### config.mk
export PLATFORM = sky130hd
export DESIGN_NAME = seq_alu
export DESIGN_NICKNAME = d
export VERILOG_FILES = /design/src/logic/alu_config_pkg.sv /design/src/logic/alu_types_pkg.sv /design/src/logic/serial_addsub.sv /design/src/logic/shift_add_multiplier.sv /design/src/logic/restoring_divider.sv /design/src/logic/op_sequencer.sv /design/src/logic/seq_alu.sv
export SDC_FILE = /design/constraint.sdc
export NUM_CORES = 1
export LEC_CHECK = 0
export ABC_AREA = 1
export ABC_CLOCK_PERIOD_IN_PS = 2250
export BUFFER_PORTS_ARGS = -buffer_cell sky130_fd_sc_hd__buf_2
export CAP_MARGIN = 10
export CELL_PAD_IN_SITES_DETAIL_PLACEMENT = 1
export CELL_PAD_IN_SITES_GLOBAL_PLACEMENT = 1
export CORE_MARGIN = 3
export CORE_UTILIZATION = 35
export DETAILED_ROUTE_END_ITERATION = 10
export MAX_ROUTING_LAYER = met4
export PLACE_DENSITY = 0.66
export SLEW_MARGIN = 0
export SYNTH_ARGS = -nofsm -noshare
export SYNTH_HDL_FRONTEND = slang
export SYNTH_SLANG_ARGS = --single-unit
### constraint.sdc
create_clock -name clk -period 2.25 [get_ports clk]
set_clock_uncertainty 0.1 [all_clocks]
set_input_delay 0.1125 -clock clk [delete_from_list [all_inputs] [get_ports clk]]
set_output_delay 0.1125 -clock clk [all_outputs]
set_load 0.01 [all_outputs]
### src/logic/alu_config_pkg.sv
////////////////////////////////////////
// Sizing and latency constants for the
// sequential arithmetic unit
////////////////////////////////////////

package alu_config_pkg;

    // Operand word size, everything else follows from it
    localparam int OPERAND_WIDTH = 8;

    // Product of two operands
    localparam int PRODUCT_WIDTH = 2 * OPERAND_WIDTH;

    // Bit counter inside each unit, counts 0 .. OPERAND_WIDTH-1
    localparam int STEP_COUNT_WIDTH = (OPERAND_WIDTH > 1) ? $clog2(OPERAND_WIDTH) : 1;

    // Counter value of the final step
    localparam logic [STEP_COUNT_WIDTH-1:0] LAST_STEP =
        STEP_COUNT_WIDTH'(OPERAND_WIDTH - 1);

    // Unit start pulse to unit done pulse
    // one cycle per bit plus the finishing cycle
    localparam int UNIT_LATENCY = OPERAND_WIDTH + 1;

    // Top start sampled to top done pulse
    // Adds launch cycle and result latch cycle
    localparam int ALU_LATENCY = UNIT_LATENCY + 2;

endpackage

### src/logic/alu_types_pkg.sv
////////////////////////////////////////
// Operation codes, request and result
// types of the arithmetic unit
////////////////////////////////////////

package alu_types_pkg;
    import alu_config_pkg::*;

    // Supported operations
    typedef enum logic [1:0] {
        OP_ADD = 2'd0,  // a + b
        OP_SUB = 2'd1,  // a - b
        OP_MUL = 2'd2,  // a * b, double width
        OP_DIV = 2'd3   // a / b and a % b
    } alu_op_e;

    // Unsigned operand word
    typedef logic [OPERAND_WIDTH-1:0] operand_t;

    // One request, op plus operand pair
    typedef struct packed {
        alu_op_e  op;
        operand_t a;   // Addend, minuend, multiplicand or dividend
        operand_t b;   // Addend, subtrahend, multiplier or divisor
    } alu_request_t;

    // Result of any operation
    // high  sum, difference, quotient or product upper half
    // low   zero, remainder or product lower half
    // flag  carry, borrow or divide by zero
    typedef struct packed {
        operand_t high;
        operand_t low;
        logic     flag;
    } alu_result_t;

endpackage

### src/logic/serial_addsub.sv
////////////////////////////////////////
// Bit-serial adder and subtractor
////////////////////////////////////////
`timescale 1ns/100ps

module serial_addsub
    import alu_config_pkg::*, alu_types_pkg::*;
(
    input  logic         clk,
    input  logic         reset,
    input  logic         start,
    input  logic         sub_mode,   // 0 add, 1 subtract
    input  alu_request_t operands,
    output logic         done,
    output alu_result_t  result
);
    logic                        running;
    logic [STEP_COUNT_WIDTH-1:0] step;
    logic                        sub_q;
    operand_t                    a_sh;      // Shifts right, LSB is current bit
    operand_t                    b_sh;
    operand_t                    acc;       // Result bits enter at the MSB
    logic                        chain;     // Carry or borrow from previous bit
    logic                        bit_out;
    logic                        chain_out;

    // Full adder / full subtractor cell, sum bit is the same for both
    always_comb begin
        bit_out = a_sh[0] ^ b_sh[0] ^ chain;
        if (sub_q) begin
            chain_out = (~a_sh[0] & b_sh[0]) | (~(a_sh[0] ^ b_sh[0]) & chain);
        end else begin
            chain_out = (a_sh[0] & b_sh[0]) | ((a_sh[0] ^ b_sh[0]) & chain);
        end
    end

    // Datapath
    always_ff @(posedge clk) begin
        if (start) begin
            a_sh  <= operands.a;
            b_sh  <= operands.b;
            sub_q <= sub_mode;
            chain <= 1'b0;
        end else if (running) begin
            a_sh  <= a_sh >> 1;
            b_sh  <= b_sh >> 1;
            acc   <= {bit_out, acc[OPERAND_WIDTH-1:1]};
            chain <= chain_out;
        end
    end

    always_ff @(posedge clk or posedge reset) begin
        if (reset) begin
            running <= 1'b0;
            step    <= '0;
            done    <= 1'b0;
            result  <= '0;
        end else begin
            done <= 1'b0;
            if (start) begin
                running <= 1'b1;
                step    <= '0;
            end else if (running) begin
                step <= step + 1'b1;
                if (step == LAST_STEP) begin   // MSB cell, finish here
                    running     <= 1'b0;
                    done        <= 1'b1;
                    result.high <= {bit_out, acc[OPERAND_WIDTH-1:1]};
                    result.low  <= '0;
                    result.flag <= chain_out;  // Final carry or borrow
                end
            end
        end
    end

endmodule

### src/logic/shift_add_multiplier.sv
////////////////////////////////////////
// Shift-and-add multiplier, double
// width product
////////////////////////////////////////
`timescale 1ns/100ps

module shift_add_multiplier
    import alu_config_pkg::*, alu_types_pkg::*;
(
    input  logic         clk,
    input  logic         reset,
    input  logic         start,
    input  alu_request_t operands,
    output logic         done,
    output alu_result_t  result
);
    logic                        running;
    logic [STEP_COUNT_WIDTH-1:0] step;
    logic [PRODUCT_WIDTH-1:0]    mcand_sh;   // Multiplicand, moves left each step
    operand_t                    mplier_sh;  // Multiplier, LSB examined each step
    logic [PRODUCT_WIDTH-1:0]    prod;       // Partial product
    logic [PRODUCT_WIDTH-1:0]    prod_next;

    // Add shifted multiplicand when the current multiplier bit is set
    assign prod_next = mplier_sh[0] ? prod + mcand_sh : prod;

    // Datapath
    always_ff @(posedge clk) begin
        if (start) begin
            mcand_sh  <= {{OPERAND_WIDTH{1'b0}}, operands.a};
            mplier_sh <= operands.b;
            prod      <= '0;
        end else if (running) begin
            mcand_sh  <= mcand_sh << 1;
            mplier_sh <= mplier_sh >> 1;
            prod      <= prod_next;
        end
    end

    always_ff @(posedge clk or posedge reset) begin
        if (reset) begin
            running <= 1'b0;
            step    <= '0;
            done    <= 1'b0;
            result  <= '0;
        end else begin
            done <= 1'b0;
            if (start) begin
                running <= 1'b1;
                step    <= '0;
            end else if (running) begin
                step <= step + 1'b1;
                if (step == LAST_STEP) begin  // Multiplier MSB
                    running     <= 1'b0;
                    done        <= 1'b1;
                    result.high <= prod_next[PRODUCT_WIDTH-1:OPERAND_WIDTH];
                    result.low  <= prod_next[OPERAND_WIDTH-1:0];
                    result.flag <= 1'b0;      // No overflow possible
                end
            end
        end
    end

endmodule

### src/logic/restoring_divider.sv
////////////////////////////////////////
// Restoring divider with zero-divisor
// result forcing
////////////////////////////////////////
`timescale 1ns/100ps

module restoring_divider
    import alu_config_pkg::*, alu_types_pkg::*;
(
    input  logic         clk,
    input  logic         reset,
    input  logic         start,
    input  alu_request_t operands,
    output logic         done,
    output alu_result_t  result
);
    logic                        running;
    logic [STEP_COUNT_WIDTH-1:0] step;
    operand_t                    divisor;
    logic                        div_zero;   // Divisor was zero at start
    operand_t                    rem;        // Partial remainder
    operand_t                    quo;        // Dividend bits out, quotient bits in
    logic [OPERAND_WIDTH:0]      shifted;    // Remainder with next dividend bit
    logic [OPERAND_WIDTH+1:0]    trial;      // Trial subtraction, MSB is borrow
    logic                        borrow;
    operand_t                    rem_next;
    operand_t                    quo_next;

    always_comb begin
        shifted  = {rem, quo[OPERAND_WIDTH-1]};
        trial    = {1'b0, shifted} - {2'b00, divisor};
        borrow   = trial[OPERAND_WIDTH+1];
        // Restore on borrow, keep difference otherwise
        rem_next = borrow ? shifted[OPERAND_WIDTH-1:0] : trial[OPERAND_WIDTH-1:0];
        quo_next = {quo[OPERAND_WIDTH-2:0], ~borrow};
    end

    // Datapath
    always_ff @(posedge clk) begin
        if (start) begin
            divisor  <= operands.b;
            div_zero <= (operands.b == '0);
            rem      <= '0;
            quo      <= operands.a;
        end else if (running) begin
            rem <= rem_next;
            quo <= quo_next;
        end
    end

    always_ff @(posedge clk or posedge reset) begin
        if (reset) begin
            running <= 1'b0;
            step    <= '0;
            done    <= 1'b0;
            result  <= '0;
        end else begin
            done <= 1'b0;
            if (start) begin
                running <= 1'b1;
                step    <= '0;
            end else if (running) begin
                step <= step + 1'b1;
                if (step == LAST_STEP) begin
                    running <= 1'b0;
                    done    <= 1'b1;
                    // Zero divisor runs the full count, then forces the result
                    if (div_zero) begin
                        result.high <= '0;
                        result.low  <= '0;
                        result.flag <= 1'b1;
                    end else begin
                        result.high <= quo_next;
                        result.low  <= rem_next;
                        result.flag <= 1'b0;
                    end
                end
            end
        end
    end

endmodule

### src/logic/op_sequencer.sv
////////////////////////////////////////
// Request capture, unit launch, result
// latch and done pulse
////////////////////////////////////////
`timescale 1ns/100ps

module op_sequencer
    import alu_types_pkg::*;
(
    input  logic         clk,
    input  logic         reset,
    input  logic         start,
    input  alu_request_t req,
    output logic         addsub_start,
    output logic         sub_mode,       // Level, valid with addsub_start
    output logic         mul_start,
    output logic         div_start,
    output alu_request_t operands,       // Captured request, held until next capture
    input  logic         addsub_done,
    input  logic         mul_done,
    input  logic         div_done,
    input  alu_result_t  addsub_result,
    input  alu_result_t  mul_result,
    input  alu_result_t  div_result,
    output logic         busy,
    output logic         done,
    output alu_result_t  result
);
    typedef enum logic [1:0] {
        S_IDLE,    // Waiting for a request
        S_RUN,     // Unit launched, waiting for its done
        S_FINISH   // Done pulse cycle
    } seq_state_e;

    seq_state_e   state;
    alu_request_t req_q;
    logic         launch;      // One cycle after capture
    logic         accept;
    logic         sel_done;
    alu_result_t  sel_result;

    assign accept   = start && !busy;   // Starts while busy are dropped
    assign operands = req_q;
    assign sub_mode = (req_q.op == OP_SUB);

    // Only the launched unit is watched
    always_comb begin
        case (req_q.op)
            OP_MUL: begin
                sel_done   = mul_done;
                sel_result = mul_result;
            end
            OP_DIV: begin
                sel_done   = div_done;
                sel_result = div_result;
            end
            default: begin     // Add and subtract share one unit
                sel_done   = addsub_done;
                sel_result = addsub_result;
            end
        endcase
    end

    // Request register
    always_ff @(posedge clk) begin
        if (accept) begin
            req_q <= req;
        end
    end

    always_ff @(posedge clk or posedge reset) begin
        if (reset) begin
            state        <= S_IDLE;
            busy         <= 1'b0;
            done         <= 1'b0;
            launch       <= 1'b0;
            addsub_start <= 1'b0;
            mul_start    <= 1'b0;
            div_start    <= 1'b0;
            result       <= '0;
        end else begin
            // Pulses by default
            done         <= 1'b0;
            launch       <= 1'b0;
            addsub_start <= launch && (req_q.op == OP_ADD || req_q.op == OP_SUB);
            mul_start    <= launch && (req_q.op == OP_MUL);
            div_start    <= launch && (req_q.op == OP_DIV);

            case (state)
                S_IDLE, S_FINISH: begin
                    if (accept) begin   // busy is low here
                        busy   <= 1'b1;
                        launch <= 1'b1;
                        state  <= S_RUN;
                    end else begin
                        state  <= S_IDLE;
                    end
                end
                S_RUN: begin
                    if (sel_done) begin
                        result <= sel_result;  // Held until next completion
                        done   <= 1'b1;
                        busy   <= 1'b0;
                        state  <= S_FINISH;
                    end
                end
                default: state <= S_IDLE;
            endcase
        end
    end

endmodule

### src/logic/seq_alu.sv
////////////////////////////////////////
// Top level, sequencer plus add/sub,
// multiply and divide units
////////////////////////////////////////
`timescale 1ns/100ps

module seq_alu
    import alu_types_pkg::*;
(
    input  logic         clk,
    input  logic         reset,
    input  logic         start,   // Request strobe
    input  alu_request_t req,
    output logic         busy,    // High while an op is in flight
    output logic         done,    // One-cycle completion pulse
    output alu_result_t  result   // Valid from done until next done
);
    // Unit launch
    logic         addsub_start;
    logic         sub_mode;
    logic         mul_start;
    logic         div_start;
    alu_request_t operands;

    // Unit completion
    logic         addsub_done;
    logic         mul_done;
    logic         div_done;
    alu_result_t  addsub_result;
    alu_result_t  mul_result;
    alu_result_t  div_result;

    op_sequencer u_sequencer (
        .clk           (clk),
        .reset         (reset),
        .start         (start),
        .req           (req),
        .addsub_start  (addsub_start),
        .sub_mode      (sub_mode),
        .mul_start     (mul_start),
        .div_start     (div_start),
        .operands      (operands),
        .addsub_done   (addsub_done),
        .mul_done      (mul_done),
        .div_done      (div_done),
        .addsub_result (addsub_result),
        .mul_result    (mul_result),
        .div_result    (div_result),
        .busy          (busy),
        .done          (done),
        .result        (result)
    );

    serial_addsub u_addsub (
        .clk      (clk),
        .reset    (reset),
        .start    (addsub_start),
        .sub_mode (sub_mode),
        .operands (operands),
        .done     (addsub_done),
        .result   (addsub_result)
    );

    shift_add_multiplier u_mul (
        .clk      (clk),
        .reset    (reset),
        .start    (mul_start),
        .operands (operands),
        .done     (mul_done),
        .result   (mul_result)
    );

    restoring_divider u_div (
        .clk      (clk),
        .reset    (reset),
        .start    (div_start),
        .operands (operands),
        .done     (div_done),
        .result   (div_result)
    );

endmodule

* Word level (Yosys, flattened, before mapping) *
Index checks and enable logic that the tools add are counted.
Widths: inputs -> output; s select.

storage, ports and cells
  flip-flop bits (word level) = 191
  output and inout port bits = 19
  word-level logic and storage cells = 141

cells by class
  add/subtract/negate cells = 5
  equal/unequal tests = 10
  mux-type cells = 50
  bitwise logic cells = 14
  reduce and logical (&&, ||, !) cells = 20

operators by type and width
  kind                 count
  $mux 8               11
  $pmux 17 s2          1
  $mux 1               26
  $mux 3               6
  $mux 17              1
  $add 16x16->16       1
  $mux 16              1
  $reduce_and 3->1     4
  $sub 9x8->10         1
  $add 3x1->3 const B  3
  $eq 3x3->1 const B   3
  $logic_not 8->1      1
  $reduce_bool 2->1    4
  $eq 2x2->1 const B   3
  $not 1->1            6
  $and 1x1->1          4
  $eq 2x1->1 const B   2
  $logic_and 1x1->1    4
  $logic_not 2->1      2
  $ne 2x1->1 const B   2
  $pmux 1 s2           2
  $pmux 2 s2           1
  $reduce_and 2->1     2
  $mux 2               1
  other kinds (5)      7

* Logic depth before layout (Yosys ltp) *
  depth after elaboration = 5
  mapped depth = 13

* Modules after synthesis *
Synthesis repeated with hierarchy kept, for this count alone.

second synthesis, totals
  cells, all modules = 1072
  area, all modules = 9354.0 um^2

modules (own cells, without submodules)
  module                times used  cells an instance  area each (um^2)  seq. area each (um^2)
  shift_add_multiplier  1           453                3345.7            1486.4
  restoring_divider     1           262                2306.0            1221.2
  op_sequencer          1           201                2063.2            1166.1
  serial_addsub         1           156                1639.1            1091.0

* Worst setup path after synthesis *
No wires, ideal clock.

  kind = reg2reg
  start point = register u_mul.mcand_sh[0]
  end point = register u_mul.prod[4]
  data arrival time = 1.629 ns
  required time = 1.996 ns
  setup slack = 0.367 ns
  cell stages (with the launch flop) = 9
  buffers on the path = 0
  period minus slack after synthesis = 1.883 ns
  cell sequence = edfxtp_1 > ha_1 > fa_1 > nand2_1 > nand2_1 > and2_1 > xor2_1 > o21ai_0 > o22ai_1

on the way
  word-level cells in the longest chain between the ends = 2

ends and longest elaborated chain
  what                      RTL line                    source
  start: declaration        shift_add_multiplier.sv:19  logic [PRODUCT_WIDTH-1:0] mcand_sh;
  start signal: assignment  shift_add_multiplier.sv:30  mcand_sh <= {{OPERAND_WIDTH{1'b0}}, operands.a};
  start signal: assignment  shift_add_multiplier.sv:34  mcand_sh <= mcand_sh << 1;
  $add 16x16->16            shift_add_multiplier.sv:25  assign prod_next = mplier_sh[0] ? prod + mcand_sh : prod;
  $mux 16                   shift_add_multiplier.sv:25
  end signal: assignment    shift_add_multiplier.sv:36  prod <= prod_next;
  end: declaration          shift_add_multiplier.sv:21  logic [PRODUCT_WIDTH-1:0] prod;

No other way between the ends.
A chain may end at the register's enable or synchronous reset.

* Final worst setup path *
  start point = register u_mul.mcand_sh[0]
  end point = register u_mul.result[5] in the netlist's numbering

on the way
  word-level cells in the longest chain between the ends = 2

ends and longest elaborated chain
  what              RTL line                    source
  $add 16x16->16    shift_add_multiplier.sv:25
  $mux 16           shift_add_multiplier.sv:25
  end: declaration  shift_add_multiplier.sv:15  output alu_result_t result

No other way between the ends.

==> impl_metrics.sql <==
INSERT INTO impl_metrics (metric_group, metric, value, unit) VALUES
('placed_design', 'routabilityCongestion', '0.790', ''),
('pwr', 'seq_power_share', '0.547', ''),
('floorplan', 'die-area', '26800', 'um^2'),
('global_route', 'wire_length_of_the_first_global_routing_pass', '36.1', 'mm'),
('global_route', 'grt_antenna_before_repair', '0', ''),
('logic_synthesis', 'netlist_area', '8710', 'um^2'),
('outcome', 'status', 'finished, final reports clean', ''),
('floorplan', 'floorplan.initialDensity', '0.357', ''),
('timing', 'setup_viol', '0', ''),
('worst_setup_path', 'setup.worst_path.class', 'register to register', ''),
('logic_synthesis', 'synth_compound_gate_area_share', '0.0914', ''),
('detailed_routing', 'drt_wl_total', '21.8', 'mm'),
('worst_setup_path', 'crit_path_end_kind', 'register', ''),
('worst_setup_path', 'critical_path.max_stage_delay', '400', 'ps'),
('pwr', 'power.switching', '1.50', 'mW'),
('worst_setup_path', 'worstReg2RegEnd', 'u_mul.result[5]', ''),
('detailed_routing', 'drt_drc_violations_left', '0', ''),
('clock_tree', 'tritoncts', 'yes', ''),
('worst_setup_path', 'critical_path_buf_inv_count', '0', ''),
('global_route', 'total_congestion_overflow_after_global_routing', '0', ''),
('clock_tree', 'buffers_from_clock_root_to_sink_at_most', '2', ''),
('logic_synthesis', 'synth_top_cells_by_area', 'edfxtp_1, dfrtp_1, nand2_1', ''),
('timing', 'final_count_of_hold_timing_violations', '0', ''),
('clock_tree', 'post-cts-setup-buffer-count', '0', ''),
('worst_setup_path', 'critical_path_arrival', '2270', 'ps'),
('placed_design', 'dpl.hpwl', '15.8', 'mm'),
('logic_synthesis', 'synth_simple_gate_area_frac', '0.211', ''),
('clock_tree', 'clock_latency', '430', 'ps'),
('finish', 'fin_area', '10200', 'um^2'),
('logic_synthesis', 'netlist-cell-type-count', '43', ''),
('worst_setup_path', 'crit_path_launch', 'u_mul.mcand_sh[0]', ''),
('clock_tree', 'cts.htree.levels', '4', ''),
('logic_synthesis', 'post-synth-top-area-cell', 'edfxtp_1', ''),
('timing', 'unrepaired_setup_endpoints_after_global_routing', 'no', ''),
('worst_setup_path', 'path_delay_family', 'adder cells', ''),
('clock_tree', 'cts.sinks', '190', ''),
('pwr', 'p_comb_frac', '0.020', ''),
('finish', 'design.final.nets', '1075', ''),
('detailed_routing', 'route.antenna.remaining_nets', '0', ''),
('logic_synthesis', 'synthesis.instances', '947', ''),
('pwr', 'p_per_area', '656', 'nW/um^2'),
('logic_synthesis', 'synth_fa_ha_area_frac', '0.0508', ''),
('floorplan', 'boundaryPins', '40', ''),
('pwr', 'max-vdd-ir-drop', '0.548', 'mV'),
('pwr', 'internal_power', '5.17', 'mW'),
('finish', 'fraction_of_final_layout_cells_with_drive_strength_greater_than_1', '0.132', ''),
('detailed_routing', 'detailedRoute.firstIterationViolations', '413', ''),
('logic_synthesis', 'synthDominantCellAreaShare', '0.259', ''),
('logic_synthesis', 'post_synth_xor_xnor_area', '0.00905', ''),
('detailed_routing', 'drt_pre_antenna_iters', '5', ''),
('worst_setup_path', 'worst-r2r-setup-slack', '190', 'ps'),
('floorplan', 'core_region_area', '24400', 'um^2'),
('detailed_routing', 'vias_per_inst', '4.78', ''),
('logic_synthesis', 'synth.net_count', '1001', ''),
('worst_setup_path', 'critPathCapture', 'u_mul.result[5]', ''),
('clock_tree', 'ctsRootBufferMaster', 'clkbuf_16', ''),
('run', 'cap_violations', '0', ''),
('pwr', 'power.switching_fraction', '0.225', ''),
('worst_setup_path', 'critical_path_depth', '8', ''),
('global_route', 'grt_util_all_layers', '0.177', ''),
('worst_hold_path', 'worst_hold_path_type', 'primary input to async pin', ''),
('logic_synthesis', 'synth-edff-count', '75', ''),
('logic_synthesis', 'post_synth_mux_area_share', '0', ''),
('timing', 'period_needed', '2060', 'ps'),
('global_route', 'grt_max_degree', '39', ''),
('pwr', 'power_leakage', '4.80', 'nW'),
('timing', 'slew_headroom', '0.645', ''),
('worst_setup_path', 'timing.critical_path.required', '2450', 'ps'),
('finish', 'num_antenna_cells', '0', ''),
('placed_design', 'detailed_place.area', '9410', 'um^2'),
('floorplan', 'die_height', '164', 'um');
==> final cells by class <==
cell class | count | area (um^2)
sequential | 190 | 4960
multi-input combinational | 608 | 3170
clock buffer | 21 | 464
fill | 2841 | 14200
inverter | 121 | 460
clock inverter | 11 | 82.6
timing repair buffer | 83 | 611
tap | 324 | 405
==> layout by cell type (no fill, tap or decap), drive strengths merged <==
cell,instances
nand3b,3
dfrtp,82
and2,1
nor4,1
fa,4
edfxtp,75
a31oi,8
clkinv,9
o22ai,20
a21oi,13
nand3,56
o211ai,1
a21o,1
xnor2,6
o21bai,1
dfxtp,33
a221oi,8
nor3,5
o21ai,68
or2,12
nor2,48
a22o,6
nand2,311
xor2,3
nand4,2
clkinvlp,1
ha,29
inv,122
clkbuf,21
o31ai,1
dlygate4sd3,19
buf,64
==> per-layer routing <==
metal,share of wire,track usage,vias to the layer above
met4,0.012,0.0488,0
met5,0,-,-
met1,0.49,0.234,3167
li1,-,-,3238
met2,0.48,0.290,69
met3,0.021,0.0214,14
==> Yosys cell counts, types with 3 or more instances <==
master	count
a21oi_1	13
nand2_2	6
dfrtp_1	82
o22ai_1	20
o21ai_0	53
nand3_1	54
a31oi_2	7
a22o_1	6
or2_2	12
ha_1	29
nor2_1	45
dfxtp_1	33
xnor2_1	6
inv_1	117
o21ai_1	10
clkbuf_1	19
o21ai_2	5
fa_1	4
nand2_1	304
a221oi_1	8
buf_2	4
xor2_1	3
edfxtp_1	75
nand3b_1	3
nor3_1	5
==> timing repair <==
action | 4_1_cts | 5_1_grt
gates resized for setup | 0 | 2
hold endpoints to repair | 100 | 0
hold buffers | 19 | 0
endpoints found under the setup margin | 0 | 6
==> stage by stage <==
stage / hold slack (ps) / worst slack, ps / power (mW) / instances
floorplan: 111 / 367 / 3.75 / 947
global placement: 32.8 / 255 / 3.83 / 1307
detailed placement: 40.8 / 143 / 3.83 / 1307
CTS: 117 / 117 / 6.72 / 1358
global route: 165 / 13.9 / 6.89 / 1358
finish: 132 / 186 / 6.66 / 1358
==> worst register-to-register path: cells and delay by family, from the launching register on <==
kind	cells	cell delay, ps
flip-flops	1	400
AO/OA/AOI/OAI	2	340
AND/OR/NAND/NOR	3	330
XOR/XNOR	1	140
adder cells (fa/ha/maj)	2	630
==> worst min-delay path by stage <==
stage          startpoint                      end  slack, ps  cells past startpoint
6_report            reset         u_sequencer.done        130                      3
5_1_grt             reset   u_sequencer.result[14]        170                      3
4_1_cts             reset         u_sequencer.done        120                      3
3_5_place_dp        reset   u_sequencer.result[14]         40                      2
3_3_place_gp        reset   u_sequencer.result[14]         30                      2
2_1_floorplan      req[0]  u_sequencer.operands[0]        110                      0
==> logic make-up after synthesis <==
group | Yosys count
adder cells (fa/ha/maj) | 33
AO/OA/AOI/OAI | 127
XOR/XNOR | 9
buffers and inverters | 149
flip-flops | 190
AND/OR/NAND/NOR | 439
==> state kept, by name (all words and copies together) (netlist names), 7 cells and up <==
register and count:
u_div.result 17, u_addsub.acc 7, u_sequencer.result 17, u_div.divisor 8
u_addsub.a_sh 8, u_div.quo 8, u_addsub.b_sh 8, u_mul.result 16
u_mul.mcand_sh 16, u_div.rem 8, u_mul.mplier_sh 8, u_addsub.result 9
u_sequencer.operands 18, u_mul.prod 16
==> power groups by stage <==
stage | logic (mW) | registers [mW] | clock network, mW
floorplan | 0.0557 | 3.70 | 0
global placement | 0.106 | 3.72 | 0
detailed placement | 0.109 | 3.72 | 0
CTS | 0.134 | 3.64 | 2.94
global route | 0.148 | 3.65 | 3.10
finish | 0.132 | 3.64 | 2.89
Power figures use the tool's default switching activity.
